===== src/common/mbox_settings.svh =====
`ifndef MBOX_SETTINGS_SVH
`define MBOX_SETTINGS_SVH

// Shared memory size in words
`define MBOX_DEPTH 256

// Mailbox word addresses
`define ADR_TXDATA 8'h01
`define ADR_CTRL   8'h02
`define ADR_ACK    8'h03
`define ADR_STATUS 8'h10
`define ADR_RXDATA 8'h11

// Control word layout
`define CTRL_GO  0
`define CTRL_PAR 1
`define DIV_LSB  16
`define DIV_W    16

`endif


===== src/common/mbox_pkg.sv =====
package mbox_pkg;

	// Mailbox poll steps; every step except WAIT_ACK issues one bus transfer
	typedef enum logic [2:0] {
		RD_TXDATA,	// Fetch byte to send
		RD_CTRL,	// Fetch control word
		WR_CTRL,	// Write control back with go cleared
		WR_STATUS,	// Publish status word
		WR_RXDATA,	// Publish pending rx byte
		RD_ACK,		// Check host acknowledge
		WR_ACK,		// Clear acknowledge word
		WAIT_ACK	// Transfer in flight
	} mcont_state_t;

	// Serial frame position, shared by both directions
	typedef enum logic [2:0] {
		IDLE,
		START,
		DATA,
		PARITY,
		STOP
	} uart_state_t;

	// Word written to ADR_STATUS
	typedef struct packed {
		logic [15:0] rsvd_hi;
		logic [7:0]  rx_count;		// Frames received, wraps
		logic [3:0]  rsvd_lo;
		logic        parity_err;	// Last frame only
		logic        rx_new;		// Sticky until host ack
		logic        tx_done;		// Sticky until host ack
		logic        tx_busy;
	} status_t;

endpackage


===== src/uart/uart_tx.sv =====
`timescale 1ns/1ps

module uart_tx (
	input  logic        clk,
	input  logic        nrst,
	input  logic        start_i,
	input  logic [7:0]  byte_i,
	input  logic [15:0] div_i,
	input  logic        par_i,
	output logic        ready_o,
	output logic        done_o,
	output logic        tx_o
);
	import mbox_pkg::*;

	uart_state_t state_q;
	logic [15:0] cnt_q;		// Cycles into current bit
	logic [15:0] div_q;
	logic [7:0]  shreg_q;	// Bit 0 is on the line
	logic [2:0]  bit_q;
	logic        par_q;
	logic        pbit_q;	// Even parity of the byte
	logic        bit_end;

	assign bit_end = (cnt_q == div_q - 16'd1);
	assign ready_o = (state_q == IDLE);

	always_ff @(posedge clk) begin
		if (!nrst) begin
			state_q <= IDLE;
			cnt_q   <= '0;
			bit_q   <= '0;
			tx_o    <= 1'b1;	// Line idles high
			done_o  <= 1'b0;
		end else begin
			done_o <= 1'b0;
			cnt_q  <= (state_q == IDLE || bit_end) ? 16'd0 : cnt_q + 16'd1;
			case (state_q)
				IDLE: if (start_i) begin
					state_q <= START;
					tx_o    <= 1'b0;
				end
				START: if (bit_end) begin
					state_q <= DATA;
					bit_q   <= '0;
					tx_o    <= shreg_q[0];	// LSB first
				end
				DATA: if (bit_end) begin
					bit_q <= bit_q + 3'd1;
					if (bit_q == 3'd7) begin
						state_q <= par_q ? PARITY : STOP;
						tx_o    <= par_q ? pbit_q : 1'b1;
					end else begin
						tx_o <= shreg_q[1];
					end
				end
				PARITY: if (bit_end) begin
					state_q <= STOP;
					tx_o    <= 1'b1;
				end
				STOP: if (bit_end) begin
					state_q <= IDLE;
					done_o  <= 1'b1;
				end
				default: state_q <= IDLE;
			endcase
		end
	end

	// Frame settings sampled at start
	always_ff @(posedge clk) begin
		if (state_q == IDLE && start_i) begin
			shreg_q <= byte_i;
			div_q   <= div_i;
			par_q   <= par_i;
			pbit_q  <= ^byte_i;
		end else if (state_q == DATA && bit_end) begin
			shreg_q <= shreg_q >> 1;
		end
	end

endmodule

===== config.mk =====
export PLATFORM = sky130hd
export DESIGN_NAME = uart_tx
export DESIGN_NICKNAME = d
export VERILOG_FILES = /design/src/common/mbox_settings.svh /design/src/common/mbox_pkg.sv /design/src/uart/uart_tx.sv
export SDC_FILE = /design/constraint.sdc
export NUM_CORES = 1
export LEC_CHECK = 0
export BUFFER_PORTS_ARGS = -buffer_cell sky130_fd_sc_hd__buf_4
export CORE_ASPECT_RATIO = 1.75
export CORE_MARGIN = 2
export CORE_UTILIZATION = 58
export CTS_CLUSTER_SIZE = 30
export DETAILED_ROUTE_END_ITERATION = 12
export PLACE_DENSITY = 0.88
export SLEW_MARGIN = 20
export SYNTH_ARGS = -nofsm -noshare
export SYNTH_HDL_FRONTEND = slang
export SYNTH_SLANG_ARGS = --single-unit

===== constraint.sdc =====
create_clock -name clk -period 4.9 [get_ports clk]
set_clock_uncertainty 0.2 [all_clocks]
set_input_delay 0.735 -clock clk [delete_from_list [all_inputs] [get_ports clk]]
set_output_delay 0.735 -clock clk [all_outputs]
set_load 0.01 [all_outputs]

==> results.sh <==
export IMPL_met2_usage_pct=45.7
export IMPL_utilization_pct=68.7
export IMPL_dieArea_um2=5240
export IMPL_numCtsBuffers=5
export IMPL_area_delta_synth_final_pct=12.9
export IMPL_antenna_found_initial=0
export IMPL_synth_edf_count=26
export IMPL_hp_class="reg2reg"
export IMPL_path_class="reg2reg"
export IMPL_vdd_ir_drop_max_mv=0.280
export IMPL_grt_max_degree=19
export IMPL_place_ws_ns=0.913
export IMPL_h_tree_depth=2
export IMPL_coreArea_um2=4440
export IMPL_dp_hpwl_mm=4.47
export IMPL_n_antenna_cell=0
export IMPL_via_per_inst=6.19
export IMPL_critPathCaptureType="register"
export IMPL_routed_wl_mm=5.89
export IMPL_yosys_area_top_type="edfxtp_1"
export IMPL_synthFlopType="edfxtp_1"
export IMPL_ys_top_cells_by_count="31 x nor2_1, 26 x edfxtp_1, 24 x dfxtp_1"
export IMPL_grt_overflow=0
export IMPL_yosysWarnings=0
export IMPL_synth_seq_cells=50
export IMPL_use_met3_pct=3.44
export IMPL_outcome="complete, no violations"
export IMPL_io_buffers=30
export IMPL_grt_pass1_wl_mm=9.73
export IMPL_dpl_cell_area_um2=2950
export IMPL_dr_total_vias=2210
export IMPL_start_util_pct=60.8
export IMPL_stdcell_count=357
export IMPL_clock_sinks=50
export IMPL_syn_nets=311
export IMPL_finalHoldViolations=0
export IMPL_seq_area_frac_synth_pct=46.7
export IMPL_dp_cells=349
export IMPL_synth_top_area_share_pct=28.9
export IMPL_critPathArrivalTime_ns=3.85
export IMPL_ff2ff_path_depth=8
export IMPL_p_leak_nw=1.10
export IMPL_maxSlewHeadroom_pct=51.2
export IMPL_gp_congestion=0.888
export IMPL_crit_path_max_fanout=8
export IMPL_synth_distinct_cells=49
export IMPL_drcViolationCount=0
export IMPL_cts_path_max_buffers=2
export IMPL_p_per_area_nw_per_um2=270
export IMPL_final_max_slew_viol_count=0
export IMPL_rsz0062_at_grt="false"
export IMPL_setup_viol=0
export IMPL_max_cap_violations=0
export IMPL_use_met1_pct=23.1
export IMPL_drtIter0Drc=85
export IMPL_start_kind="register"
export IMPL_holdWs_ns=0.300
export IMPL_final_setup_worst_slack_ns=0.878
export IMPL_p_total_mw=0.823
export IMPL_fillerInstances=321
export IMPL_fmax_mhz=249
export IMPL_hold_path_depth=1
export IMPL_finalCritPeriodShare_pct=82.1
export IMPL_multiInputGateArea_um2=1340
export IMPL_cts_setup_buffers=0
export IMPL_synth_most_common_cell="nor2_1"
export IMPL_die_h_um=94.3
export IMPL_regArea_um2=1260
export IMPL_synth_async_reset_ratio_pct=0
export IMPL_cts_hold_buf=0
export IMPL_avgRoutedWirePerCell_um=16.5
export IMPL_syn_avg_cell_area_um2=9.69
export IMPL_rows=32
export IMPL_busiest_layer="met2"
export IMPL_io_pins=31
export IMPL_grt_pass1_vias=2224
export IMPL_dieWidth_um=55.6
export IMPL_critPathRequiredTime_ns=4.73
export IMPL_ctsRootBufferMaster="clkbuf_8"
export IMPL_drive_gt1_share_pct=16.3
export IMPL_cts_tree="built"
export IMPL_drt_first_pass_iters=4
export IMPL_detail_route_antenna_nets=0
export IMPL_post_cts_resized=0
export IMPL_track_usage_pct=23.9
export IMPL_tightest_slew_ns=0.726
export IMPL_clk_pin_slew_ns=0.10
export IMPL_synthCells=279
export IMPL_synth_area_leaders="edfxtp_1 29%, dfxtp_1 18%, xnor2_1 7.1%"
export IMPL_period_minus_slack_ns=4.02
export IMPL_syn_area_um2=2700
export IMPL_nets=337
export IMPL_final_area_um2=3050
export IMPL_insertion_delay_ns=0.31
export IMPL_tns_ns=0
-- layout by cell type (no fill, tap or decap), types with 2 or more instances in the layout --
cell type,count
or4_1,4
xnor2_1,22
nor4b_1,2
a211o_1,3
nor3_1,5
nand2_1,19
inv_1,13
xor2_1,15
nor4_1,9
nand4_1,9
mux2_2,7
nand2b_1,2
and3_1,7
clkbuf_8,5
dfxtp_1,24
nand3b_1,3
a31oi_1,4
a21oi_1,5
nor2_1,31
o2111ai_1,2
a311o_1,2
nor3b_1,2
edfxtp_1,26
o211ai_1,2
nand3_1,13
nor2b_1,2
or3_1,2
buf_4,32
ha_1,4
o21ai_0,7
a211oi_1,2
-- path summary, 6_finish.rpt --
path                                   end      from  slack, ns
worst max-delay path            shreg_q[0]  div_q[4]       0.88
worst min-delay path              cnt_q[0]  cnt_q[0]       0.30
worst max register to register  shreg_q[0]  div_q[4]       0.88
worst min register to register    cnt_q[0]  cnt_q[0]       0.30
-- report_power, final --
group          leakage (nW)  internal (mW)  total, mW  switching, mW
clock network        0.0506          0.107      0.259          0.152
logic                 0.608         0.0445     0.0893         0.0448
registers             0.442          0.461      0.475         0.0144
-- per-layer routing --
layer	wire length, µm	up-vias
li1	-	1065
met1	2070	1035
met2	3300	79
met3	231	31
met4	293	0
met5	0	-
-- critical path: stages, from the launching register on --
cell and delay, ns:
edfxtp_1 0.50, or4_1 0.71, nor4_1 0.54, mux2i_1 0.25, a211oi_1 0.08, a211o_1 0.29, or4_1 0.69, o31ai_1 0.28
buf_4 0.21
-- flip-flops by register name, indices dropped and copies added (netlist names), 3 cells and up --
register  count
cnt_q        16
bit_q         3
state_q       3
div_q        16
shreg_q       8
-- area by class of cell --
type / instances / area share [%]
clock buffers: 5 / 2.26
multi-input cells: 203 / 43.9
flip-flops and latches: 50 / 41.3
repair buffers: 32 / 7.87
inverters: 13 / 1.60
well taps: 51 / 2.09
clock inverters: 3 / 0.943
-- kinds of logic after synthesis --
| kind of cell | synth area share [%] |
|---|---|
| flip-flops | 46.7 |
| buffers and inverters | 3.75 |
| AO/OA/AOI/OAI | 9.68 |
| XOR/XNOR | 12.0 |
| adder cells (fa/ha/maj) | 1.85 |
| AND/OR/NAND/NOR | 22.8 |
| multiplexers | 3.29 |
Power figures use the tool's default switching activity.
