<file path="config.mk">
export PLATFORM = sky130hd
export DESIGN_NAME = wb_arbiter_flat
export DESIGN_NICKNAME = d
export VERILOG_FILES = /design/src/common/mbox_settings.svh /design/src/common/bus_pkg.sv /design/src/common/wb_if.sv /design/src/wb_arbiter.sv /design/src/flat_wrapper.sv
export SDC_FILE = /design/constraint.sdc
export NUM_CORES = 1
export LEC_CHECK = 0
export ABC_AREA = 1
export BUFFER_PORTS_ARGS = -buffer_cell sky130_fd_sc_hd__buf_2
export CORE_AREA = 2 2 94 96
export CTS_CLUSTER_DIAMETER = 40
export DETAILED_ROUTE_END_ITERATION = 6
export DIE_AREA = 0 0 96 98
export HOLD_SLACK_MARGIN = 0.15
export PLACE_DENSITY = 0.55
export SYNTH_ARGS = -nofsm -noshare
export SYNTH_HDL_FRONTEND = slang
export SYNTH_SLANG_ARGS = --single-unit
</file>
<file path="constraint.sdc">
create_clock -name clk -period 3 [get_ports clk]
set_clock_uncertainty 0.15 [all_clocks]
set_input_delay 0.15 -clock clk [delete_from_list [all_inputs] [get_ports clk]]
set_output_delay 0.15 -clock clk [all_outputs]
set_load 0.01 [all_outputs]
</file>
<file path="src/common/mbox_settings.svh">
`ifndef MBOX_SETTINGS_SVH
`define MBOX_SETTINGS_SVH

// Shared memory size in words
`define MBOX_DEPTH 256

// Mailbox word addresses
`define ADR_TXDATA 8'h01
`define ADR_CTRL   8'h02
`define ADR_ACK    8'h03
`define ADR_STATUS 8'h10
`define ADR_RXDATA 8'h11

// Control word layout
`define CTRL_GO  0
`define CTRL_PAR 1
`define DIV_LSB  16
`define DIV_W    16

`endif

</file>
<file path="src/common/bus_pkg.sv">
package bus_pkg;

	// One memory word, also the width of every Wishbone data path
	typedef logic [31:0] wb_word_t;

	// Word address into the shared memory
	typedef logic [7:0] wb_addr_t;

	// Who owns the shared bus
	typedef enum logic {
		M_HOST  = 1'b0,	// Host side, arbiter port 0
		M_MCONT = 1'b1	// Mailbox controller, arbiter port 1
	} master_id_t;

	// Byte lanes per word
	localparam int unsigned WB_SEL_W = $bits(wb_word_t) / 8;

endpackage

</file>
<file path="src/common/wb_if.sv">
`timescale 1ns/1ps

interface wb_if;
	import bus_pkg::*;

	logic                cyc;
	logic                stb;
	logic                we;
	wb_addr_t            adr;		// Word address
	logic [WB_SEL_W-1:0] sel;		// Byte lanes for writes
	wb_word_t            dat_w;		// Master to slave
	wb_word_t            dat_r;		// Slave to master
	logic                ack;		// One cycle per transfer

	modport master (
		output cyc, stb, we, adr, sel, dat_w,
		input  dat_r, ack
	);

	modport slave (
		input  cyc, stb, we, adr, sel, dat_w,
		output dat_r, ack
	);

endinterface

</file>
<file path="src/wb_arbiter.sv">
`timescale 1ns/1ps

module wb_arbiter #(
	parameter bus_pkg::master_id_t RST_LAST = bus_pkg::M_MCONT	// Loses first tie
) (
	input logic clk,
	input logic nrst,
	wb_if.slave  m0_i,	// Host
	wb_if.slave  m1_i,	// Mailbox controller
	wb_if.master s_o
);
	import bus_pkg::*;

	master_id_t grant_q;	// Current owner while busy
	master_id_t last_q;		// Owner of the previous cycle
	master_id_t win;
	logic       busy_q;
	logic       sel_m1;
	logic       gnt_cyc;

	// Round robin on a tie, otherwise whoever asks
	always_comb begin
		if (m0_i.cyc && m1_i.cyc)
			win = (last_q == M_HOST) ? M_MCONT : M_HOST;
		else if (m1_i.cyc)
			win = M_MCONT;
		else
			win = M_HOST;
	end

	assign sel_m1  = (grant_q == M_MCONT);
	assign gnt_cyc = sel_m1 ? m1_i.cyc : m0_i.cyc;

	always_ff @(posedge clk) begin
		if (!nrst) begin
			busy_q  <= 1'b0;
			grant_q <= M_HOST;
			last_q  <= RST_LAST;
		end else if (!busy_q) begin
			if (m0_i.cyc || m1_i.cyc) begin
				busy_q  <= 1'b1;
				grant_q <= win;
			end
		end else if (!gnt_cyc) begin	// Owner let go of cyc
			busy_q <= 1'b0;
			last_q <= grant_q;
		end
	end

	// Owner's request onto the slave
	assign s_o.cyc   = busy_q & gnt_cyc;
	assign s_o.stb   = busy_q & (sel_m1 ? m1_i.stb : m0_i.stb);
	assign s_o.we    = sel_m1 ? m1_i.we    : m0_i.we;
	assign s_o.adr   = sel_m1 ? m1_i.adr   : m0_i.adr;
	assign s_o.sel   = sel_m1 ? m1_i.sel   : m0_i.sel;
	assign s_o.dat_w = sel_m1 ? m1_i.dat_w : m0_i.dat_w;

	// Answer goes to the owner only, the other one keeps waiting
	assign m0_i.ack   = busy_q & ~sel_m1 & s_o.ack;
	assign m1_i.ack   = busy_q &  sel_m1 & s_o.ack;
	assign m0_i.dat_r = sel_m1 ? '0 : s_o.dat_r;
	assign m1_i.dat_r = sel_m1 ? s_o.dat_r : '0;

endmodule

</file>
<file path="src/flat_wrapper.sv">
// flat-port wrapper written by rule: the top's interface ports become plain ports
module wb_arbiter_flat import bus_pkg::*;
#(
	parameter bus_pkg::master_id_t RST_LAST = bus_pkg::M_MCONT	                  
)
  (clk, nrst, m0_i_cyc, m0_i_stb, m0_i_we, m0_i_adr, m0_i_sel, m0_i_dat_w, m0_i_dat_r, m0_i_ack, m1_i_cyc, m1_i_stb, m1_i_we, m1_i_adr, m1_i_sel, m1_i_dat_w, m1_i_dat_r, m1_i_ack, s_o_cyc, s_o_stb, s_o_we, s_o_adr, s_o_sel, s_o_dat_w, s_o_dat_r, s_o_ack);
  wb_if m0_i_i ();
  wb_if m1_i_i ();
  wb_if s_o_i ();
  input logic clk;
  input logic nrst;
  input wire logic [$bits(m0_i_i.cyc)-1:0] m0_i_cyc;
  input wire logic [$bits(m0_i_i.stb)-1:0] m0_i_stb;
  input wire logic [$bits(m0_i_i.we)-1:0] m0_i_we;
  input wire logic [$bits(m0_i_i.adr)-1:0] m0_i_adr;
  input wire logic [$bits(m0_i_i.sel)-1:0] m0_i_sel;
  input wire logic [$bits(m0_i_i.dat_w)-1:0] m0_i_dat_w;
  output wire logic [$bits(m0_i_i.dat_r)-1:0] m0_i_dat_r;
  output wire logic [$bits(m0_i_i.ack)-1:0] m0_i_ack;
  input wire logic [$bits(m1_i_i.cyc)-1:0] m1_i_cyc;
  input wire logic [$bits(m1_i_i.stb)-1:0] m1_i_stb;
  input wire logic [$bits(m1_i_i.we)-1:0] m1_i_we;
  input wire logic [$bits(m1_i_i.adr)-1:0] m1_i_adr;
  input wire logic [$bits(m1_i_i.sel)-1:0] m1_i_sel;
  input wire logic [$bits(m1_i_i.dat_w)-1:0] m1_i_dat_w;
  output wire logic [$bits(m1_i_i.dat_r)-1:0] m1_i_dat_r;
  output wire logic [$bits(m1_i_i.ack)-1:0] m1_i_ack;
  output wire logic [$bits(s_o_i.cyc)-1:0] s_o_cyc;
  output wire logic [$bits(s_o_i.stb)-1:0] s_o_stb;
  output wire logic [$bits(s_o_i.we)-1:0] s_o_we;
  output wire logic [$bits(s_o_i.adr)-1:0] s_o_adr;
  output wire logic [$bits(s_o_i.sel)-1:0] s_o_sel;
  output wire logic [$bits(s_o_i.dat_w)-1:0] s_o_dat_w;
  input wire logic [$bits(s_o_i.dat_r)-1:0] s_o_dat_r;
  input wire logic [$bits(s_o_i.ack)-1:0] s_o_ack;
  assign m0_i_i.cyc = m0_i_cyc;
  assign m0_i_i.stb = m0_i_stb;
  assign m0_i_i.we = m0_i_we;
  assign m0_i_i.adr = m0_i_adr;
  assign m0_i_i.sel = m0_i_sel;
  assign m0_i_i.dat_w = m0_i_dat_w;
  assign m0_i_dat_r = m0_i_i.dat_r;
  assign m0_i_ack = m0_i_i.ack;
  assign m1_i_i.cyc = m1_i_cyc;
  assign m1_i_i.stb = m1_i_stb;
  assign m1_i_i.we = m1_i_we;
  assign m1_i_i.adr = m1_i_adr;
  assign m1_i_i.sel = m1_i_sel;
  assign m1_i_i.dat_w = m1_i_dat_w;
  assign m1_i_dat_r = m1_i_i.dat_r;
  assign m1_i_ack = m1_i_i.ack;
  assign s_o_cyc = s_o_i.cyc;
  assign s_o_stb = s_o_i.stb;
  assign s_o_we = s_o_i.we;
  assign s_o_adr = s_o_i.adr;
  assign s_o_sel = s_o_i.sel;
  assign s_o_dat_w = s_o_i.dat_w;
  assign s_o_i.dat_r = s_o_dat_r;
  assign s_o_i.ack = s_o_ack;
  wb_arbiter #(.RST_LAST(RST_LAST)) u_core (.clk(clk), .nrst(nrst), .m0_i(m0_i_i), .m1_i(m1_i_i), .s_o(s_o_i));
endmodule
</file>
==> results.sh <==
export IMPL_drive_above_1_share_pct=45.93
export IMPL_drtIter0Drc=50
export IMPL_synth_edf_count=0
export IMPL_cts_tree="done"
export IMPL_switching_share_pct=44.27
export IMPL_status="completed"
export IMPL_critPathKind="reg2out"
export IMPL_n_antenna_cell=0
export IMPL_initial_utilization_pct=15.64
export IMPL_switching_power_uw=248.9
export IMPL_share_comb_of_total_power_pct=69.6
export IMPL_max_cap_viol_count=0
export IMPL_grt_ovfl_total=0
export IMPL_holdPathEnd="u_core.last_q"
export IMPL_wl_per_cell_um=9.188
export IMPL_synth_seq_cells=3
export IMPL_ys_seq_area_share_pct=4.537
export IMPL_firstDrtPassIters=4
export IMPL_rows=34
export IMPL_max_slew_margin_rel_pct=74.41
export IMPL_grtUsageTotal_pct=11.29
export IMPL_place_congestion=0.8364
export IMPL_reg2reg_slack_ns=1.47
export IMPL_nets=670
export IMPL_nFillCells=958
export IMPL_cell_internal_pwr_uw=313.2
export IMPL_clk_insertion_delay_late_ns=0.22
export IMPL_fin_setup_tns_ns=0
export IMPL_clockPowerShare_pct=20.9
export IMPL_crit_path_max_fanout=36
export IMPL_setup_slack_ns=1.060
export IMPL_synth_most_common_cell="nand2_1"
export IMPL_ys_flop_type="dfxtp_1"
export IMPL_dp_slack_ns=1.267
export IMPL_cts_resized=0
export IMPL_crit_path_start_kind="flip-flop"
export IMPL_yosys_warnings=0
export IMPL_yosysUniqueCellTypes=12
export IMPL_cp_end_kind="output port"
export IMPL_wl_mm=5.954
export IMPL_power_density_mw_per_mm2=216.2
export IMPL_cts_buffers=3
export IMPL_drcViolationCount=0
export IMPL_chipWidth_um=96
export IMPL_rr_startpoint="u_core.grant_q"
export IMPL_async_reset_ff_share_pct=0
export IMPL_postRouteAntennaNets=0
export IMPL_hp_start="u_core.last_q"
export IMPL_fp_coreArea_mm2=0.008466
export IMPL_root_buffer="clkbuf_8"
export IMPL_post_route_min_period_ns=1.940
export IMPL_hold_violations=0
export IMPL_rsz0062_at_grt="false"
export IMPL_max_freq_ghz=0.5154
export IMPL_cts_clk_slew_worst_paths_ns=0.03
export IMPL_critPathArrivalTime_ns=1.64
export IMPL_p_seq_share_pct=9.5
export IMPL_postSynthCellCount=308
export IMPL_first_global_vias=2165
export IMPL_hpwl_mm=5.179
export IMPL_crit_required_ns=2.70
export IMPL_synth_area_mm2=0.001324
export IMPL_die_area_mm2=0.009408
export IMPL_netlist_area_leader_share_pct=49.62
export IMPL_ir_drop_mv=0.1409
export IMPL_reg2reg_depth=4
export IMPL_synthTopCellsByCount="nand2_1 (175), inv_1 (68), nor2_1 (32), buf_6 (13), buf_2 (5)"
export IMPL_tightest_slew_ns=0.3833
export IMPL_hold_depth=2
export IMPL_finalCritPeriodShare_pct=64.67
export IMPL_grt_first_pass_wirelength_mm=8.811
export IMPL_syn_avg_cell_area_um2=4.298
export IMPL_viasPerCell=3.810
export IMPL_setup_viol=0
export IMPL_grt_max_degree=81
export IMPL_hold_class="reg2reg"
export IMPL_multi_input_area_um2=833.3
export IMPL_slew_viol_final=0
export IMPL_clkSinkCount=3
export IMPL_synth_area_leaders="nand2_1 (50%), inv_1 (19%), buf_6 (11%)"
export IMPL_ios=242
export IMPL_clockBufferDepth=2
export IMPL_antenna_found_initial=0
export IMPL_seq_area_um2=63.81
export IMPL_cellLeakagePower_uw=0.002104
export IMPL_syn_num_nets=437
export IMPL_die_h_um=98
export IMPL_yosysTopAreaCell="nand2_1"
export IMPL_r2r_end="u_core.last_q"
export IMPL_vias=2469
export IMPL_htreeDepth=1
export IMPL_syn2layout_area_growth_pct=96.41
export IMPL_portBuffers=241
## cells by family (layout without fill, tap and decap cells)
family	Yosys count	count (layout)	share of synthesized area, %
compound gates	4	4	1.512
buf+inv	87	319	32.51
flops	3	3	4.537
simple gates	214	214	61.44
## per-layer routing
metal  GRT usage (%)  wire length (um)  part of all wire, %
met5               0                 0                    0
met4           2.308                29                 0.49
met3           1.620               620                   10
met2           24.25              3263                   55
met1           10.58              2041                   34
## sequential cells by signal, indices dropped and copies added (netlist names)
| name | flops |
|---|---|
| u_core.busy_q | 1 |
| u_core.grant_q | 1 |
| u_core.last_q | 1 |
## per-stage QoR
stage,instance area (um2),cells,hold slack [ns],utilization (%),power (uW)
floorplan,1324,308,0.08461,-,256.5
global placement,2525,641,0.2253,29.83,445.0
detailed placement,2525,641,0.2251,29.83,447.5
CTS,2600,648,0.3078,30.71,570.8
global route,2600,648,0.3579,30.71,625.8
finish,2600,648,0.3027,30.71,562.1
## worst max-delay path: stages (launching register included)
cell,delay [ns]
dfxtp_4,0.45
inv_2,0.35
buf_4,0.33
nand2_1,0.08
nand2_1,0.07
buf_2,0.13
## repair_timing
item | 4_1_cts | 5_1_grt
hold endpoints to repair | 3 | 0
buffers inserted | 0 | 0
hold buffers | 3 | 0
## placed cells by master, fill, tap and decap left out
master	instances
a21oi_1	3
buf_12	1
buf_2	241
buf_4	1
clkbuf_1	1
clkbuf_8	3
dfxtp_1	2
dfxtp_4	1
dlygate4sd3_1	3
inv_1	68
inv_2	1
nand2_1	175
nand3_1	4
nand4_1	1
nor2_1	32
nor3_1	2
o21ai_0	1
## area by class of cell
class	count	area share, %
sequential	3	2.454
timing repair buffer	246	48.60
tap	108	5.197
inverter	69	9.961
multi-input combinational	218	32.05
clock buffer	4	1.732
## how the worst max path moves through the flow
stage / startpoint / end / slack (ns) / cells after the start
5_1_grt: u_core.grant_q / s_o_adr[2] / 0.88 / 5
6_report: u_core.grant_q / s_o_dat_w[27] / 1.06 / 5
2_1_floorplan: u_core.grant_q / m1_i_ack / 1.81 / 4
3_3_place_gp: u_core.grant_q / m1_i_ack / 1.30 / 3
3_5_place_dp: u_core.grant_q / s_o_adr[2] / 1.27 / 5
4_1_cts: u_core.grant_q / s_o_adr[2] / 1.04 / 5
## power by group through the flow
stage	clock, uW	sequential [uW]	combinational (uW)
floorplan	0	45.5	211
global placement	0	54.1	391
detailed placement	0	54.7	393
CTS	120	54.3	397
global route	128	55.2	442
finish	118	53.5	391
No activity file was read; power rests on OpenSTA's default activity.
