$ cat src/common/mbox_settings.svh
`ifndef MBOX_SETTINGS_SVH
`define MBOX_SETTINGS_SVH

// Shared memory size in words
`define MBOX_DEPTH 256

// Mailbox word addresses
`define ADR_TXDATA 8'h01
`define ADR_CTRL   8'h02
`define ADR_ACK    8'h03
`define ADR_STATUS 8'h10
`define ADR_RXDATA 8'h11

// Control word layout
`define CTRL_GO  0
`define CTRL_PAR 1
`define DIV_LSB  16
`define DIV_W    16

`endif

$ cat src/common/mbox_pkg.sv
package mbox_pkg;

	// Mailbox poll steps; every step except WAIT_ACK issues one bus transfer
	typedef enum logic [2:0] {
		RD_TXDATA,	// Fetch byte to send
		RD_CTRL,	// Fetch control word
		WR_CTRL,	// Write control back with go cleared
		WR_STATUS,	// Publish status word
		WR_RXDATA,	// Publish pending rx byte
		RD_ACK,		// Check host acknowledge
		WR_ACK,		// Clear acknowledge word
		WAIT_ACK	// Transfer in flight
	} mcont_state_t;

	// Serial frame position, shared by both directions
	typedef enum logic [2:0] {
		IDLE,
		START,
		DATA,
		PARITY,
		STOP
	} uart_state_t;

	// Word written to ADR_STATUS
	typedef struct packed {
		logic [15:0] rsvd_hi;
		logic [7:0]  rx_count;		// Frames received, wraps
		logic [3:0]  rsvd_lo;
		logic        parity_err;	// Last frame only
		logic        rx_new;		// Sticky until host ack
		logic        tx_done;		// Sticky until host ack
		logic        tx_busy;
	} status_t;

endpackage

$ cat src/uart/uart_rx.sv
`timescale 1ns/1ps

module uart_rx (
	input  logic        clk,
	input  logic        nrst,
	input  logic [15:0] div_i,
	input  logic        par_i,
	input  logic        rx_i,
	output logic        valid_o,
	output logic [7:0]  byte_o,
	output logic        perr_o
);
	import mbox_pkg::*;

	uart_state_t state_q;
	logic [1:0]  sync_q;	// Metastability guard
	logic        rx_d_q;	// Previous synced level
	logic [15:0] cnt_q;
	logic [15:0] div_q;
	logic [7:0]  shreg_q;
	logic [2:0]  bit_q;
	logic        par_q;
	logic        perr_q;
	logic        rx_s;
	logic        hit;		// Mid-bit sample point

	assign rx_s = sync_q[1];
	// Half a bit to the start center, then whole bits
	assign hit  = (cnt_q == ((state_q == START) ? (div_q >> 1) - 16'd1 : div_q - 16'd1));

	always_ff @(posedge clk) begin
		if (!nrst) begin
			sync_q  <= 2'b11;
			rx_d_q  <= 1'b1;
			state_q <= IDLE;
			cnt_q   <= '0;
			bit_q   <= '0;
			valid_o <= 1'b0;
		end else begin
			sync_q  <= {sync_q[0], rx_i};
			rx_d_q  <= rx_s;
			valid_o <= 1'b0;
			cnt_q   <= (state_q == IDLE || hit) ? 16'd0 : cnt_q + 16'd1;
			case (state_q)
				IDLE: if (rx_d_q && !rx_s) state_q <= START;	// Falling edge
				START: if (hit) begin
					state_q <= rx_s ? IDLE : DATA;	// Reject glitch
					bit_q   <= '0;
				end
				DATA: if (hit) begin
					bit_q <= bit_q + 3'd1;
					if (bit_q == 3'd7) state_q <= par_q ? PARITY : STOP;
				end
				PARITY: if (hit) state_q <= STOP;
				STOP: if (hit) begin
					state_q <= IDLE;
					valid_o <= 1'b1;	// Middle of stop bit
				end
				default: state_q <= IDLE;
			endcase
		end
	end

	always_ff @(posedge clk) begin
		if (state_q == IDLE && rx_d_q && !rx_s) begin
			div_q <= div_i;
			par_q <= par_i;
		end
		if (state_q == DATA && hit)
			shreg_q <= {rx_s, shreg_q[7:1]};	// LSB arrives first
		if (state_q == PARITY && hit)
			perr_q <= ^{shreg_q, rx_s};	// Odd count of ones is an error
		if (state_q == STOP && hit) begin
			byte_o <= shreg_q;
			perr_o <= par_q & perr_q;
		end
	end

endmodule

$ cat config.mk
export PLATFORM = sky130hd
export DESIGN_NAME = uart_rx
export DESIGN_NICKNAME = d
export VERILOG_FILES = /design/src/common/mbox_settings.svh /design/src/common/mbox_pkg.sv /design/src/uart/uart_rx.sv
export SDC_FILE = /design/constraint.sdc
export NUM_CORES = 1
export LEC_CHECK = 0
export BUFFER_PORTS_ARGS = -buffer_cell sky130_fd_sc_hd__buf_2
export CAP_MARGIN = 20
export CORE_MARGIN = 2
export CORE_UTILIZATION = 45
export DETAILED_ROUTE_END_ITERATION = 16
export HOLD_SLACK_MARGIN = 0.06
export PLACE_DENSITY_LB_ADDON = 0.12
export SLEW_MARGIN = 40
export SYNTH_ARGS = -nofsm -noshare
export SYNTH_HDL_FRONTEND = slang
export SYNTH_SLANG_ARGS = --single-unit
$ cat constraint.sdc
create_clock -name clk -period 14.2 [get_ports clk]
set_input_delay 2.84 -clock clk [delete_from_list [all_inputs] [get_ports clk]]
set_output_delay 2.84 -clock clk [all_outputs]
set_load 0.01 [all_outputs]
==> impl_metrics.prom <==
# TYPE chip_impl_metric gauge
chip_impl_metric{name="totalPowerFinal",unit="mW"} 0.398
chip_impl_metric{name="timing.critical_path.required",unit="ns"} 14.17
chip_impl_info{name="grt_setup_unrepaired",value="no"} 1
chip_impl_metric{name="setup_viols_final",unit=""} 0
chip_impl_info{name="timing.critical_path.slowest_stage_cell",value="sky130_fd_sc_hd__or3b_2"} 1
chip_impl_metric{name="rd_place_congestion",unit=""} 0.888
chip_impl_metric{name="coreArea",unit="um^2"} 7690
chip_impl_metric{name="timing_worst_slew_pin_value",unit="ns"} 0.763
chip_impl_metric{name="grt_pass1_vias",unit=""} 2529
chip_impl_metric{name="fin_hold_ws",unit="ns"} 0.411
chip_impl_metric{name="max_cap_violations",unit=""} 0
chip_impl_metric{name="cp_slowest_stage_delay",unit="ns"} 0.76
chip_impl_metric{name="maximum_number_of_pins_on_one_net_before_global_route_repair",unit=""} 27
chip_impl_info{name="worst_setup_path_start_kind",value="flop"} 1
chip_impl_metric{name="seq_area",unit="um^2"} 1570
chip_impl_metric{name="wl_per_cell",unit="um"} 15.8
chip_impl_info{name="worstPathCellList",value="or3b_2, and2_0, a21oi_1, ha_1, or4b_2, a21oi_1, a31oi_1, or4_1, a21oi_1, nand4b_1, or2_1, nor2_1"} 1
chip_impl_metric{name="ys.warnings.count",unit=""} 0
chip_impl_metric{name="area_delta_synth_final",unit="%"} 11.0
chip_impl_metric{name="syn_inst",unit=""} 354
chip_impl_metric{name="synth_async_sr_flop_share",unit=""} 0
chip_impl_info{name="run_status",value="complete, no violations"} 1
chip_impl_metric{name="clk-insertion-delay-late",unit="ns"} 0.34
chip_impl_metric{name="total_routing_resource_utilization_after_global_routing",unit=""} 0.187
chip_impl_metric{name="synth-edff-count",unit=""} 35
chip_impl_metric{name="rows",unit=""} 32
chip_impl_metric{name="net_count_synth",unit=""} 378
chip_impl_metric{name="antenna_left",unit=""} 0
chip_impl_info{name="synth-main-ff-cell",value="sky130_fd_sc_hd__edfxtp_1"} 1
chip_impl_metric{name="die-height",unit="um"} 92.9
chip_impl_metric{name="fin_crit_sh",unit=""} 0.384
chip_impl_metric{name="floorplan.io_pins",unit=""} 30
chip_impl_metric{name="synth_cell_type_count",unit=""} 72
chip_impl_info{name="critical_path_type",value="flop to flop"} 1
chip_impl_info{name="dominant_delay_contributor_by_cell_family_on_the_critical_path",value="simple AND/OR/NAND/NOR gates"} 1
chip_impl_metric{name="numCtsBuffers",unit=""} 9
chip_impl_metric{name="floorplan.die_area",unit="um^2"} 8640
chip_impl_metric{name="start_util",unit=""} 0.463
chip_impl_info{name="cts_root_buf",value="sky130_fd_sc_hd__clkbuf_8"} 1
chip_impl_metric{name="postCtsResizedCells",unit=""} 0
chip_impl_metric{name="timing.setup.tns",unit="ns"} 0
chip_impl_info{name="timing.critical_path.to_type",value="flop"} 1
chip_impl_metric{name="nets",unit=""} 397
chip_impl_metric{name="fillCellCount",unit=""} 706
chip_impl_metric{name="postCtsHoldBufs",unit=""} 0
chip_impl_metric{name="layout-drive-gt1-share",unit=""} 0.190
chip_impl_metric{name="p_switching",unit="mW"} 0.0962
chip_impl_metric{name="combinationalPowerShare",unit=""} 0.075
chip_impl_metric{name="via_count",unit=""} 2702
chip_impl_metric{name="worstPathMaxFanout",unit=""} 26
chip_impl_metric{name="clock_sinks",unit=""} 61
chip_impl_metric{name="vdd_drop_max",unit="V"} 0.0000616
chip_impl_metric{name="final-hold-violation-count",unit=""} 0
chip_impl_metric{name="initialDrtViolationCount",unit=""} 205
chip_impl_metric{name="route.detailed.vias_per_inst",unit=""} 5.63
chip_impl_metric{name="netSwitchingFraction",unit=""} 0.242
chip_impl_metric{name="timing.critical_path.buf_inv",unit=""} 0
chip_impl_metric{name="detail_route.drc_violations",unit=""} 0
chip_impl_metric{name="clkTransAtPathRegs",unit="ns"} 0.07
chip_impl_metric{name="powerDensity",unit="nW/um^2"} 101
chip_impl_metric{name="dp.final_hpwl",unit="um"} 5330
chip_impl_metric{name="grt_first_pass_wirelength",unit="um"} 12700
chip_impl_info{name="timing.critical_path.mode_cell",value="sky130_fd_sc_hd__a21oi_1"} 1
chip_impl_metric{name="totalWireLength",unit="um"} 7600
chip_impl_metric{name="worst-endpoint-arrival",unit="ns"} 5.43
chip_impl_metric{name="internal_power",unit="mW"} 0.301
chip_impl_metric{name="synth.yosys.seq_area_share",unit=""} 0.442
chip_impl_metric{name="multi_input_comb_area",unit="um^2"} 1830
chip_impl_metric{name="antennaDiodeCount",unit=""} 0
chip_impl_metric{name="avgSynthCellArea",unit="um^2"} 10.1
chip_impl_metric{name="die_width",unit="um"} 92.9
chip_impl_metric{name="leakage_power_summed_over_all_cells",unit="nW"} 1.35
chip_impl_metric{name="firstDrtPassIters",unit=""} 5
chip_impl_metric{name="grt_overflow_total",unit=""} 0
chip_impl_metric{name="fin_crit",unit="ns"} 5.46
chip_impl_metric{name="slew_viol_final",unit=""} 0
chip_impl_metric{name="power_frac_seq",unit=""} 0.490
chip_impl_metric{name="power_frac_clock",unit=""} 0.435
chip_impl_metric{name="syn-cell-area",unit="um^2"} 3560
chip_impl_metric{name="antenna_found_initial",unit=""} 0
chip_impl_metric{name="post_cts_buffers",unit=""} 0
chip_impl_metric{name="timing.clock.skew",unit="ns"} 0.00999
chip_impl_metric{name="io_buffer_count",unit=""} 29
chip_impl_metric{name="achievable-frequency",unit="MHz"} 183
chip_impl_metric{name="ys_seq_elements",unit=""} 61
chip_impl_metric{name="level_count_of_the_clock_h_tree",unit=""} 3
chip_impl_metric{name="max-slew-margin-rel",unit=""} 0.489
chip_impl_info{name="cts_tree",value="built"} 1
chip_impl_metric{name="ctsLongestPathBuffers",unit=""} 2
chip_impl_info{name="hold_path_class",value="flop to flop"} 1
cells by family (layout without fill, tap and decap cells):
group | after synthesis | after routing | synth area share
adders and majority gates | 4 | 4 | 0.0141
buffers and inverters | 32 | 56 | 0.0454
and+or+nand+nor | 140 | 140 | 0.231
muxes | 15 | 15 | 0.0425
AOI/OAI and AO/OA | 68 | 68 | 0.142
DFF | 61 | 61 | 0.442
xor gates and xnor gates | 34 | 34 | 0.0837
cell type report:
| type | instances | area share |
|---|---|---|
| clock buffer | 9 | 0.0314 |
| tap | 102 | 0.0323 |
| multi-input combinational | 261 | 0.464 |
| inverter | 9 | 0.00855 |
| clock inverter | 7 | 0.0247 |
| sequential | 61 | 0.398 |
| timing repair buffer | 31 | 0.0415 |
per-stage QoR:
stage               cell area (um^2)  setup WS, ns  instances   util
floorplan                       3560          9.20        354      -
global placement                3710          8.69        463  0.483
detailed placement              3730          8.67        464  0.485
CTS                             3950          8.68        480  0.514
global route                    3950          8.35        480  0.514
finish                          3950          8.74        480  0.514
cell usage after synthesis (9+ instances only):
library cell	instances	area [um^2]
sky130_fd_sc_hd__clkbuf_1	12	45.0
sky130_fd_sc_hd__dfxtp_1	26	521
sky130_fd_sc_hd__nand2b_1	10	62.6
sky130_fd_sc_hd__nor2_1	25	93.8
sky130_fd_sc_hd__a21oi_1	11	55.1
sky130_fd_sc_hd__xnor2_1	19	166
sky130_fd_sc_hd__xor2_1	15	131
sky130_fd_sc_hd__inv_1	9	33.8
sky130_fd_sc_hd__o21ai_0	14	70.1
sky130_fd_sc_hd__nand2_1	17	63.8
sky130_fd_sc_hd__nor2_2	10	62.6
sky130_fd_sc_hd__edfxtp_1	35	1050
sky130_fd_sc_hd__mux2i_1	14	140
sky130_fd_sc_hd__nand3_1	17	85.1
registers in the layout, indices dropped and copies added, names as in the netlist:
register / flops
cnt_q: 16
div_q: 16
byte_o: 8
shreg_q: 8
bit_q: 3
state_q: 3
sync_q: 2
par_q: 1
perr_o: 1
perr_q: 1
rx_d_q: 1
valid_o: 1
power groups by stage:
stage | Sequential, mW | Clock (mW) | Combinational, mW
final | 0.195 | 0.173 | 0.0299
after global routing | 0.195 | 0.184 | 0.0331
after global placement | 0.198 | 0 | 0.0289
after detailed placement | 0.198 | 0 | 0.0295
after CTS | 0.194 | 0.177 | 0.0298
after floorplan | 0.194 | 0 | 0.0259
worst reg2reg max path, cell delays in order (launching register included):
cell and delay [ns]:
sky130_fd_sc_hd__dfxtp_1 0.66, sky130_fd_sc_hd__or3b_2 0.76, sky130_fd_sc_hd__and2_0 0.27, sky130_fd_sc_hd__a21oi_1 0.13
sky130_fd_sc_hd__ha_1 0.26, sky130_fd_sc_hd__or4b_2 0.62, sky130_fd_sc_hd__a21oi_1 0.26, sky130_fd_sc_hd__a31oi_1 0.15
sky130_fd_sc_hd__or4_1 0.54, sky130_fd_sc_hd__a21oi_1 0.17, sky130_fd_sc_hd__nand4b_1 0.23, sky130_fd_sc_hd__or2_1 0.41
sky130_fd_sc_hd__nor2_1 0.64
cells in the final DEF, fill, tap and decap left out, drive strengths merged, types with 4 or more instances in the layout:
cell    count
nand2      17
and3        5
or3         4
a21oi      11
edfxtp     35
nor2b       6
dfxtp      26
o22ai       4
xnor2      19
ha          4
and2        7
nor3        9
o21ai      14
inv        10
xor2       15
clkbuf      9
nand2b     10
a21boi      5
mux2i      14
buf        31
nand3      17
nor2       35
o211ai      4
nor3b       4
layer usage:
| metal | global-route usage | part of all wire |
|---|---|---|
| met2 | 0.266 | 0.43 |
| met5 | 0 | 0 |
| met4 | 0.0723 | 0.011 |
| met1 | 0.280 | 0.50 |
| met3 | 0.0342 | 0.057 |
path summary, 6_finish.rpt:
path                          end  depth (start not counted)  slack, ns                     from
max           byte_o[6]$_DFFE_PP_                         12       8.74  state_q[0]$_SDFFE_PN0P_
min          sync_q[1]$_SDFF_PN1_                          1       0.41     sync_q[0]$_SDFF_PN1_
max reg2reg   byte_o[6]$_DFFE_PP_                         12       8.74  state_q[0]$_SDFFE_PN0P_
min reg2reg  sync_q[1]$_SDFF_PN1_                          1       0.41     sync_q[0]$_SDFF_PN1_
(Power assumes the default switching activity.)
