$ cat config.mk
export PLATFORM = sky130hd
export DESIGN_NAME = mcont_flat
export DESIGN_NICKNAME = d
export VERILOG_FILES = /design/src/common/bus_pkg.sv /design/src/common/mbox_pkg.sv /design/src/common/wb_if.sv /design/src/mcont/mcont.sv /design/src/flat_wrapper.sv
export VERILOG_INCLUDE_DIRS = /design/src /design/src/common
export SDC_FILE = /design/constraint.sdc
export NUM_CORES = 1
export LEC_CHECK = 0
export BUFFER_PORTS_ARGS = -buffer_cell sky130_fd_sc_hd__buf_2
export CAP_MARGIN = 20
export CORE_AREA = 2 2 103 105
export DETAILED_ROUTE_END_ITERATION = 12
export DIE_AREA = 0 0 105 107
export PLACE_DENSITY_LB_ADDON = 0.1
export SYNTH_ARGS = -nofsm -noshare
export SYNTH_HDL_FRONTEND = slang
export SYNTH_SLANG_ARGS = --single-unit
export TNS_END_PERCENT = 10
$ cat constraint.sdc
create_clock -name clk -period 3.29 [get_ports clk]
set_input_delay 0.1645 -clock clk [delete_from_list [all_inputs] [get_ports clk]]
set_output_delay 0.1645 -clock clk [all_outputs]
set_load 0.005 [all_outputs]
$ cat src/common/mbox_settings.svh
`ifndef MBOX_SETTINGS_SVH
`define MBOX_SETTINGS_SVH

// Shared memory size in words
`define MBOX_DEPTH 256

// Mailbox word addresses
`define ADR_TXDATA 8'h01
`define ADR_CTRL   8'h02
`define ADR_ACK    8'h03
`define ADR_STATUS 8'h10
`define ADR_RXDATA 8'h11

// Control word layout
`define CTRL_GO  0
`define CTRL_PAR 1
`define DIV_LSB  16
`define DIV_W    16

`endif

$ cat src/common/bus_pkg.sv
package bus_pkg;

	// One memory word, also the width of every Wishbone data path
	typedef logic [31:0] wb_word_t;

	// Word address into the shared memory
	typedef logic [7:0] wb_addr_t;

	// Who owns the shared bus
	typedef enum logic {
		M_HOST  = 1'b0,	// Host side, arbiter port 0
		M_MCONT = 1'b1	// Mailbox controller, arbiter port 1
	} master_id_t;

	// Byte lanes per word
	localparam int unsigned WB_SEL_W = $bits(wb_word_t) / 8;

endpackage

$ cat src/common/mbox_pkg.sv
package mbox_pkg;

	// Mailbox poll steps; every step except WAIT_ACK issues one bus transfer
	typedef enum logic [2:0] {
		RD_TXDATA,	// Fetch byte to send
		RD_CTRL,	// Fetch control word
		WR_CTRL,	// Write control back with go cleared
		WR_STATUS,	// Publish status word
		WR_RXDATA,	// Publish pending rx byte
		RD_ACK,		// Check host acknowledge
		WR_ACK,		// Clear acknowledge word
		WAIT_ACK	// Transfer in flight
	} mcont_state_t;

	// Serial frame position, shared by both directions
	typedef enum logic [2:0] {
		IDLE,
		START,
		DATA,
		PARITY,
		STOP
	} uart_state_t;

	// Word written to ADR_STATUS
	typedef struct packed {
		logic [15:0] rsvd_hi;
		logic [7:0]  rx_count;		// Frames received, wraps
		logic [3:0]  rsvd_lo;
		logic        parity_err;	// Last frame only
		logic        rx_new;		// Sticky until host ack
		logic        tx_done;		// Sticky until host ack
		logic        tx_busy;
	} status_t;

endpackage

$ cat src/common/wb_if.sv
`timescale 1ns/1ps

interface wb_if;
	import bus_pkg::*;

	logic                cyc;
	logic                stb;
	logic                we;
	wb_addr_t            adr;		// Word address
	logic [WB_SEL_W-1:0] sel;		// Byte lanes for writes
	wb_word_t            dat_w;		// Master to slave
	wb_word_t            dat_r;		// Slave to master
	logic                ack;		// One cycle per transfer

	modport master (
		output cyc, stb, we, adr, sel, dat_w,
		input  dat_r, ack
	);

	modport slave (
		input  cyc, stb, we, adr, sel, dat_w,
		output dat_r, ack
	);

endinterface

$ cat src/mcont/mcont.sv
`timescale 1ns/1ps

`include "mbox_settings.svh"

module mcont (
	input  logic        clk,
	input  logic        nrst,
	wb_if.master        bus_o,
	input  logic        tx_ready_i,
	input  logic        tx_done_i,
	output logic        tx_start_o,
	output logic [7:0]  tx_byte_o,
	output logic [15:0] tx_div_o,
	output logic        tx_par_o,
	input  logic        rx_valid_i,
	input  logic [7:0]  rx_byte_i,
	input  logic        rx_perr_i,
	output logic        irq_o
);
	import bus_pkg::*;
	import mbox_pkg::*;

	mcont_state_t state_q;
	mcont_state_t cur_q;	// Step whose transfer is in flight
	wb_word_t     ctrl_q;	// Latest control word seen
	status_t      status_q;
	logic [7:0]   rx_byte_q;
	logic         rx_pend_q;	// Byte not yet written back

	// Divisor and parity feed both directions
	assign tx_div_o = ctrl_q[`DIV_LSB +: `DIV_W];
	assign tx_par_o = ctrl_q[`CTRL_PAR];
	assign irq_o    = status_q.tx_done | status_q.rx_new;

	assign bus_o.stb = bus_o.cyc;	// Single transfer per cycle
	assign bus_o.sel = '1;			// Whole words only

	always_ff @(posedge clk) begin
		if (!nrst) begin
			state_q    <= RD_TXDATA;
			cur_q      <= RD_TXDATA;
			bus_o.cyc  <= 1'b0;
			tx_start_o <= 1'b0;
			ctrl_q     <= '0;
			status_q   <= '0;
			rx_pend_q  <= 1'b0;
		end else begin
			tx_start_o       <= 1'b0;
			status_q.tx_busy <= ~tx_ready_i;
			case (state_q)
				WAIT_ACK: if (bus_o.ack) begin
					bus_o.cyc <= 1'b0;	// Gap cycle lets the arbiter switch
					case (cur_q)
						RD_TXDATA: state_q <= RD_CTRL;
						RD_CTRL: begin
							ctrl_q <= bus_o.dat_r;
							if (bus_o.dat_r[`CTRL_GO] && tx_ready_i) begin
								tx_start_o <= 1'b1;
								state_q    <= WR_CTRL;
							end else begin
								state_q <= WR_STATUS;	// Go stays set, retried next loop
							end
						end
						WR_CTRL:   state_q <= WR_STATUS;
						WR_STATUS: state_q <= rx_pend_q ? WR_RXDATA : RD_ACK;
						WR_RXDATA: begin
							rx_pend_q <= 1'b0;
							state_q   <= RD_ACK;
						end
						RD_ACK: begin
							if (bus_o.dat_r != '0) begin	// Host acknowledged
								status_q.tx_done <= 1'b0;
								status_q.rx_new  <= 1'b0;
								state_q          <= WR_ACK;
							end else begin
								state_q <= RD_TXDATA;
							end
						end
						default: state_q <= RD_TXDATA;	// After WR_ACK
					endcase
				end
				default: begin	// Issue the step's transfer
					bus_o.cyc <= 1'b1;
					cur_q     <= state_q;
					state_q   <= WAIT_ACK;
				end
			endcase
			// UART events win over a same-cycle clear
			if (tx_done_i)
				status_q.tx_done <= 1'b1;
			if (rx_valid_i) begin
				rx_pend_q           <= 1'b1;	// Overwrites an unsent byte
				status_q.rx_new     <= 1'b1;
				status_q.parity_err <= rx_perr_i;
				status_q.rx_count   <= status_q.rx_count + 8'd1;
			end
		end
	end

	// Address and write data, set up when a step issues
	always_ff @(posedge clk) begin
		if (rx_valid_i)
			rx_byte_q <= rx_byte_i;
		if (state_q == WAIT_ACK && bus_o.ack && cur_q == RD_TXDATA)
			tx_byte_o <= bus_o.dat_r[7:0];
		case (state_q)
			RD_TXDATA: begin
				bus_o.adr <= `ADR_TXDATA;
				bus_o.we  <= 1'b0;
			end
			RD_CTRL: begin
				bus_o.adr <= `ADR_CTRL;
				bus_o.we  <= 1'b0;
			end
			WR_CTRL: begin
				bus_o.adr   <= `ADR_CTRL;
				bus_o.we    <= 1'b1;
				bus_o.dat_w <= ctrl_q & ~(wb_word_t'(1) << `CTRL_GO);
			end
			WR_STATUS: begin
				bus_o.adr   <= `ADR_STATUS;
				bus_o.we    <= 1'b1;
				bus_o.dat_w <= status_q;
			end
			WR_RXDATA: begin
				bus_o.adr   <= `ADR_RXDATA;
				bus_o.we    <= 1'b1;
				bus_o.dat_w <= {24'h0, rx_byte_q};
			end
			RD_ACK: begin
				bus_o.adr <= `ADR_ACK;
				bus_o.we  <= 1'b0;
			end
			WR_ACK: begin
				bus_o.adr   <= `ADR_ACK;
				bus_o.we    <= 1'b1;
				bus_o.dat_w <= '0;
			end
			default: ;	// Hold until ack
		endcase
	end

endmodule

$ cat src/flat_wrapper.sv
// flat-port wrapper written by rule: the top's interface ports become plain ports
module mcont_flat import bus_pkg::*; import mbox_pkg::*;
  (clk, nrst, tx_ready_i, tx_done_i, tx_start_o, tx_byte_o, tx_div_o, tx_par_o, rx_valid_i, rx_byte_i, rx_perr_i, irq_o, bus_o_cyc, bus_o_stb, bus_o_we, bus_o_adr, bus_o_sel, bus_o_dat_w, bus_o_dat_r, bus_o_ack);
  wb_if bus_o_i ();
  input  logic clk;
  input  logic nrst;
  input  logic tx_ready_i;
  input  logic tx_done_i;
  output logic tx_start_o;
  output logic [7:0] tx_byte_o;
  output logic [15:0] tx_div_o;
  output logic tx_par_o;
  input  logic rx_valid_i;
  input  logic [7:0] rx_byte_i;
  input  logic rx_perr_i;
  output logic irq_o;
  output wire logic [$bits(bus_o_i.cyc)-1:0] bus_o_cyc;
  output wire logic [$bits(bus_o_i.stb)-1:0] bus_o_stb;
  output wire logic [$bits(bus_o_i.we)-1:0] bus_o_we;
  output wire logic [$bits(bus_o_i.adr)-1:0] bus_o_adr;
  output wire logic [$bits(bus_o_i.sel)-1:0] bus_o_sel;
  output wire logic [$bits(bus_o_i.dat_w)-1:0] bus_o_dat_w;
  input wire logic [$bits(bus_o_i.dat_r)-1:0] bus_o_dat_r;
  input wire logic [$bits(bus_o_i.ack)-1:0] bus_o_ack;
  assign bus_o_cyc = bus_o_i.cyc;
  assign bus_o_stb = bus_o_i.stb;
  assign bus_o_we = bus_o_i.we;
  assign bus_o_adr = bus_o_i.adr;
  assign bus_o_sel = bus_o_i.sel;
  assign bus_o_dat_w = bus_o_i.dat_w;
  assign bus_o_i.dat_r = bus_o_dat_r;
  assign bus_o_i.ack = bus_o_ack;
  mcont u_core (.clk(clk), .nrst(nrst), .bus_o(bus_o_i), .tx_ready_i(tx_ready_i), .tx_done_i(tx_done_i), .tx_start_o(tx_start_o), .tx_byte_o(tx_byte_o), .tx_div_o(tx_div_o), .tx_par_o(tx_par_o), .rx_valid_i(rx_valid_i), .rx_byte_i(rx_byte_i), .rx_perr_i(rx_perr_i), .irq_o(irq_o));
endmodule
==> flow_summary_export.csv <==
group,metric,value,unit
synth,synth-async-reset-ratio,0,%
synth,synth_area,4429,µm²
worst_setup_path,cp-end-kind,"flop",
synth,synth_top_area_share,35.25,%
synth,synth_edf_count,52,
worst_setup_path,max_stage_delay,0.47,ns
clock_tree,hold_buffers,13,
pwr,leakage,2.095,nW
worst_setup_path,critPathLaunch,"u_core.state_q[0]$_SDFFE_PN0P_",
synth,ys_ff_latch,104,
min_path,hp-class,"input port to flop",
clock_tree,cts_setup_buffers,0,
routing,vias,3072,
routing,drc_errors,0,
clock_tree,clock_latency,0.37,ns
worst_setup_path,arrival,2.30,ns
synth,syn_area_per_cell,11.53,µm²
place,hpwlAfterDp,6.543,mm
pwr,ir_drop,0.1870,mV
routing,via_per_inst,4.923,
synth,synth_top_cell_by_area,"edfxtp_1",
clock_tree,cts_buffer_depth,2,
place,preCtsSetupSlack,1.099,ns
worst_setup_path,timing.rr.start,"u_core.state_q[0]$_SDFFE_PN0P_",
timing,fin_setup_tns,0,ns
grt,grt_util_all_layers,17.07,%
grt,grt_pass1_vias,2975,
synth,netlist_instances,384,
timing,rsz0062_at_grt,"no",
clock_tree,cts-root-buf,"clkbuf_8",
worst_setup_path,worst-setup-path-type,"flop to flop",
pwr,p_total,0.002428,W
finish,drive_gt1_share,34.84,%
clock_tree,numCtsBuffers,9,
routing,ant_nets,0,
die,coreArea,10090,µm²
grt,grt-ovfl-total,0,
grt,grt_pass1_wl,14.90,mm
die,io_pins,121,
finish,nets,535,
synth,synth_cell_type_count,42,
die,start_util,43.89,%
worst_setup_path,crit_cells,5,
finish,syn2layout_area_growth,18.05,%
finish,antenna_cells,0,
routing,wirelength,9.454,mm
worst_setup_path,cp_slowest_cell,"dfxtp_1",
synth,ys_seq_area_share,58.76,%
timing,final_hold_viol_count,0,
timing,worst_pin_slew,1.024,ns
worst_setup_path,startpoint_type,"flop",
status,status,"complete, no violations",
routing,drt_iter0_drc,134,
synth,synth_flop_cell,"edfxtp_1",
synth,ys_warn_count,0,
timing,setup_viol,0,
min_path,hold_depth,2,
timing,finalMaxSlewViolations,0,
timing,relSlewSlack,31.18,%
worst_setup_path,critPathBufInv,1,
clock_tree,path_clk_slew,0.10,ns
routing,post_drt_wl_per_cell,15.15,µm
clock_tree,ctsResizeCount,0,
finish,multi_input_area,1530,µm²
worst_setup_path,crit_end,"u_core.bus_o.dat_w[12]$_DFFE_PP_",
clock_tree,cts.htree.levels,3,
worst_setup_path,timing.reg2reg.setup_slack,1.11,ns
die,dieArea,11240,µm²
finish,seqCellArea,2603,µm²
synth,synth_area_leaders,"edfxtp_1, dfxtp_1, a21boi_2, nand2_1, buf_4",
clock_tree,cts_tree,"built",
worst_setup_path,path_cells,"ha_1, nor2b_4, nor2_2, buf_4, a22o_1",
timing,clock.fmax,459.4,MHz
timing,post-route-min-period,2.177,ns
finish,fin_util,51.81,%
worst_setup_path,required,3.41,ns
pwr,pwr_density_cell,464.3,nW/µm²
worst_setup_path,reg2regPathDepth,5,
worst_setup_path,rr_endpoint,"u_core.bus_o.dat_w[12]$_DFFE_PP_",
run,drv_cap,0,
place,gp_congestion,0.7793,
timing,setup_slack,1.113,ns
clock_tree,clock_sinks,104,
timing,finalClockSkew,0.01465,ns
finish,fillers,949,
place,io_buffers,111,
routing,firstDrtPassIters,4,
worst_setup_path,cp_top_family,"simple AND/OR/NAND/NOR gates",
timing,period_share,66.16,%
die,die_y,107,µm
die,fp.dieW,105,µm
grt,grt_max_degree,54,
grt,antenna_found_initial,0,
worst_setup_path,critPathMaxFanout,17,
die,rows,37,
-- layout make-up --
| type | instances | area share, % |
|---|---|---|
| flip-flops and latches | 104 | 49.77 |
| repair buffers | 128 | 13.69 |
| well taps | 136 | 3.254 |
| inverters | 9 | 0.6461 |
| clock inverters | 7 | 1.005 |
| multi-input cells | 231 | 29.27 |
| clock buffers | 9 | 2.369 |
-- worst min-delay path by stage --
stage,from,endpoint,slack [ns]
6_report,tx_ready_i,u_core.status_q[0]$_SDFF_PN0_,0.01
5_1_grt,tx_ready_i,u_core.status_q[0]$_SDFF_PN0_,0.01
4_1_cts,tx_ready_i,u_core.status_q[0]$_SDFF_PN0_,0.003
3_5_place_dp,rx_byte_i[4],u_core.rx_byte_q[4]$_DFFE_PP_,0.34
3_3_place_gp,rx_byte_i[4],u_core.rx_byte_q[4]$_DFFE_PP_,0.34
2_1_floorplan,tx_ready_i,u_core.status_q[0]$_SDFF_PN0_,0.24
-- metal layers --
layer / vias to the layer above / GRT usage, % / share of wire [%]
met3: 8 / 3.040 / 5.0
met1: 1465 / 22.54 / 46
met5: - / 0 / 0
met2: 89 / 27.97 / 48
li1: 1510 / - / -
met4: 0 / 6.762 / 1.1
-- sequential cells by signal, indices dropped and copies added (netlist names), 3 cells and up --
name                flops
u_core.ctrl_q          31
u_core.bus_o.dat_w     32
u_core.status_q        12
u_core.bus_o.adr        3
u_core.rx_byte_q        8
u_core.cur_q            3
u_core.state_q          3
u_core.tx_byte_o        8
-- stage by stage --
step	instances	hold WS [ns]	cell area (µm²)
floorplan	391	0.2361	4456
global placement	595	0.3428	4922
detailed placement	595	0.3431	4922
CTS	624	0.002611	5229
global route	624	0.009669	5229
finish	624	0.01406	5229
-- synthesized netlist by cell type (2+ instances only) --
cell type / count
or3_1: 2
nor2_1: 3
a21oi_1: 4
dfxtp_1: 52
buf_6: 3
and2_1: 22
a41oi_1: 2
nand2_1: 71
a22o_1: 13
conb_1: 2
xnor2_1: 4
nand4_1: 5
a21boi_2: 30
clkbuf_1: 10
xor2_1: 2
and3_1: 2
inv_1: 9
edfxtp_1: 52
nor2b_1: 5
buf_4: 28
mux2i_1: 3
o21a_1: 3
buf_2: 5
a21boi_0: 7
o31ai_1: 2
a222oi_1: 3
nor4_1: 9
o21ai_0: 7
or2_2: 3
ha_1: 5
nand3_1: 5
-- cells by family after synthesis --
kind of cell    share of synthesized area (%)
buf+inv                                 7.768
compound gates                          15.34
flops                                   58.76
simple gates                            14.69
xor+xnor                                1.186
fa+ha+maj                               1.412
mux                                    0.6780
other cells                            0.1696
-- power by group --
| part | internal (W) | total [W] | leakage, nW | switching, W |
|---|---|---|---|---|
| logic | 0.000104 | 0.000227 | 1.06 | 0.000123 |
| clock network | 0.000282 | 0.000736 | 0.0904 | 0.000454 |
| registers | 0.00143 | 0.00146 | 0.942 | 0.0000342 |
-- placed cells by master (no fill, tap or decap), drive strengths merged, types with 3 or more instances in the layout --
master,count
mux2i,3
or2,3
clkinv,3
ha,5
and3,3
edfxtp,52
a22o,13
a21oi,4
nor2b,6
clkbuf,9
conb,9
inv,12
xnor2,4
and2,23
dfxtp,52
nor2,3
nand2,71
a222oi,3
nand3,5
buf,115
dlygate4sd3,13
o21a,3
nand4,5
nor4,9
a21boi,37
o21ai,7
(Power assumes the default switching activity.)
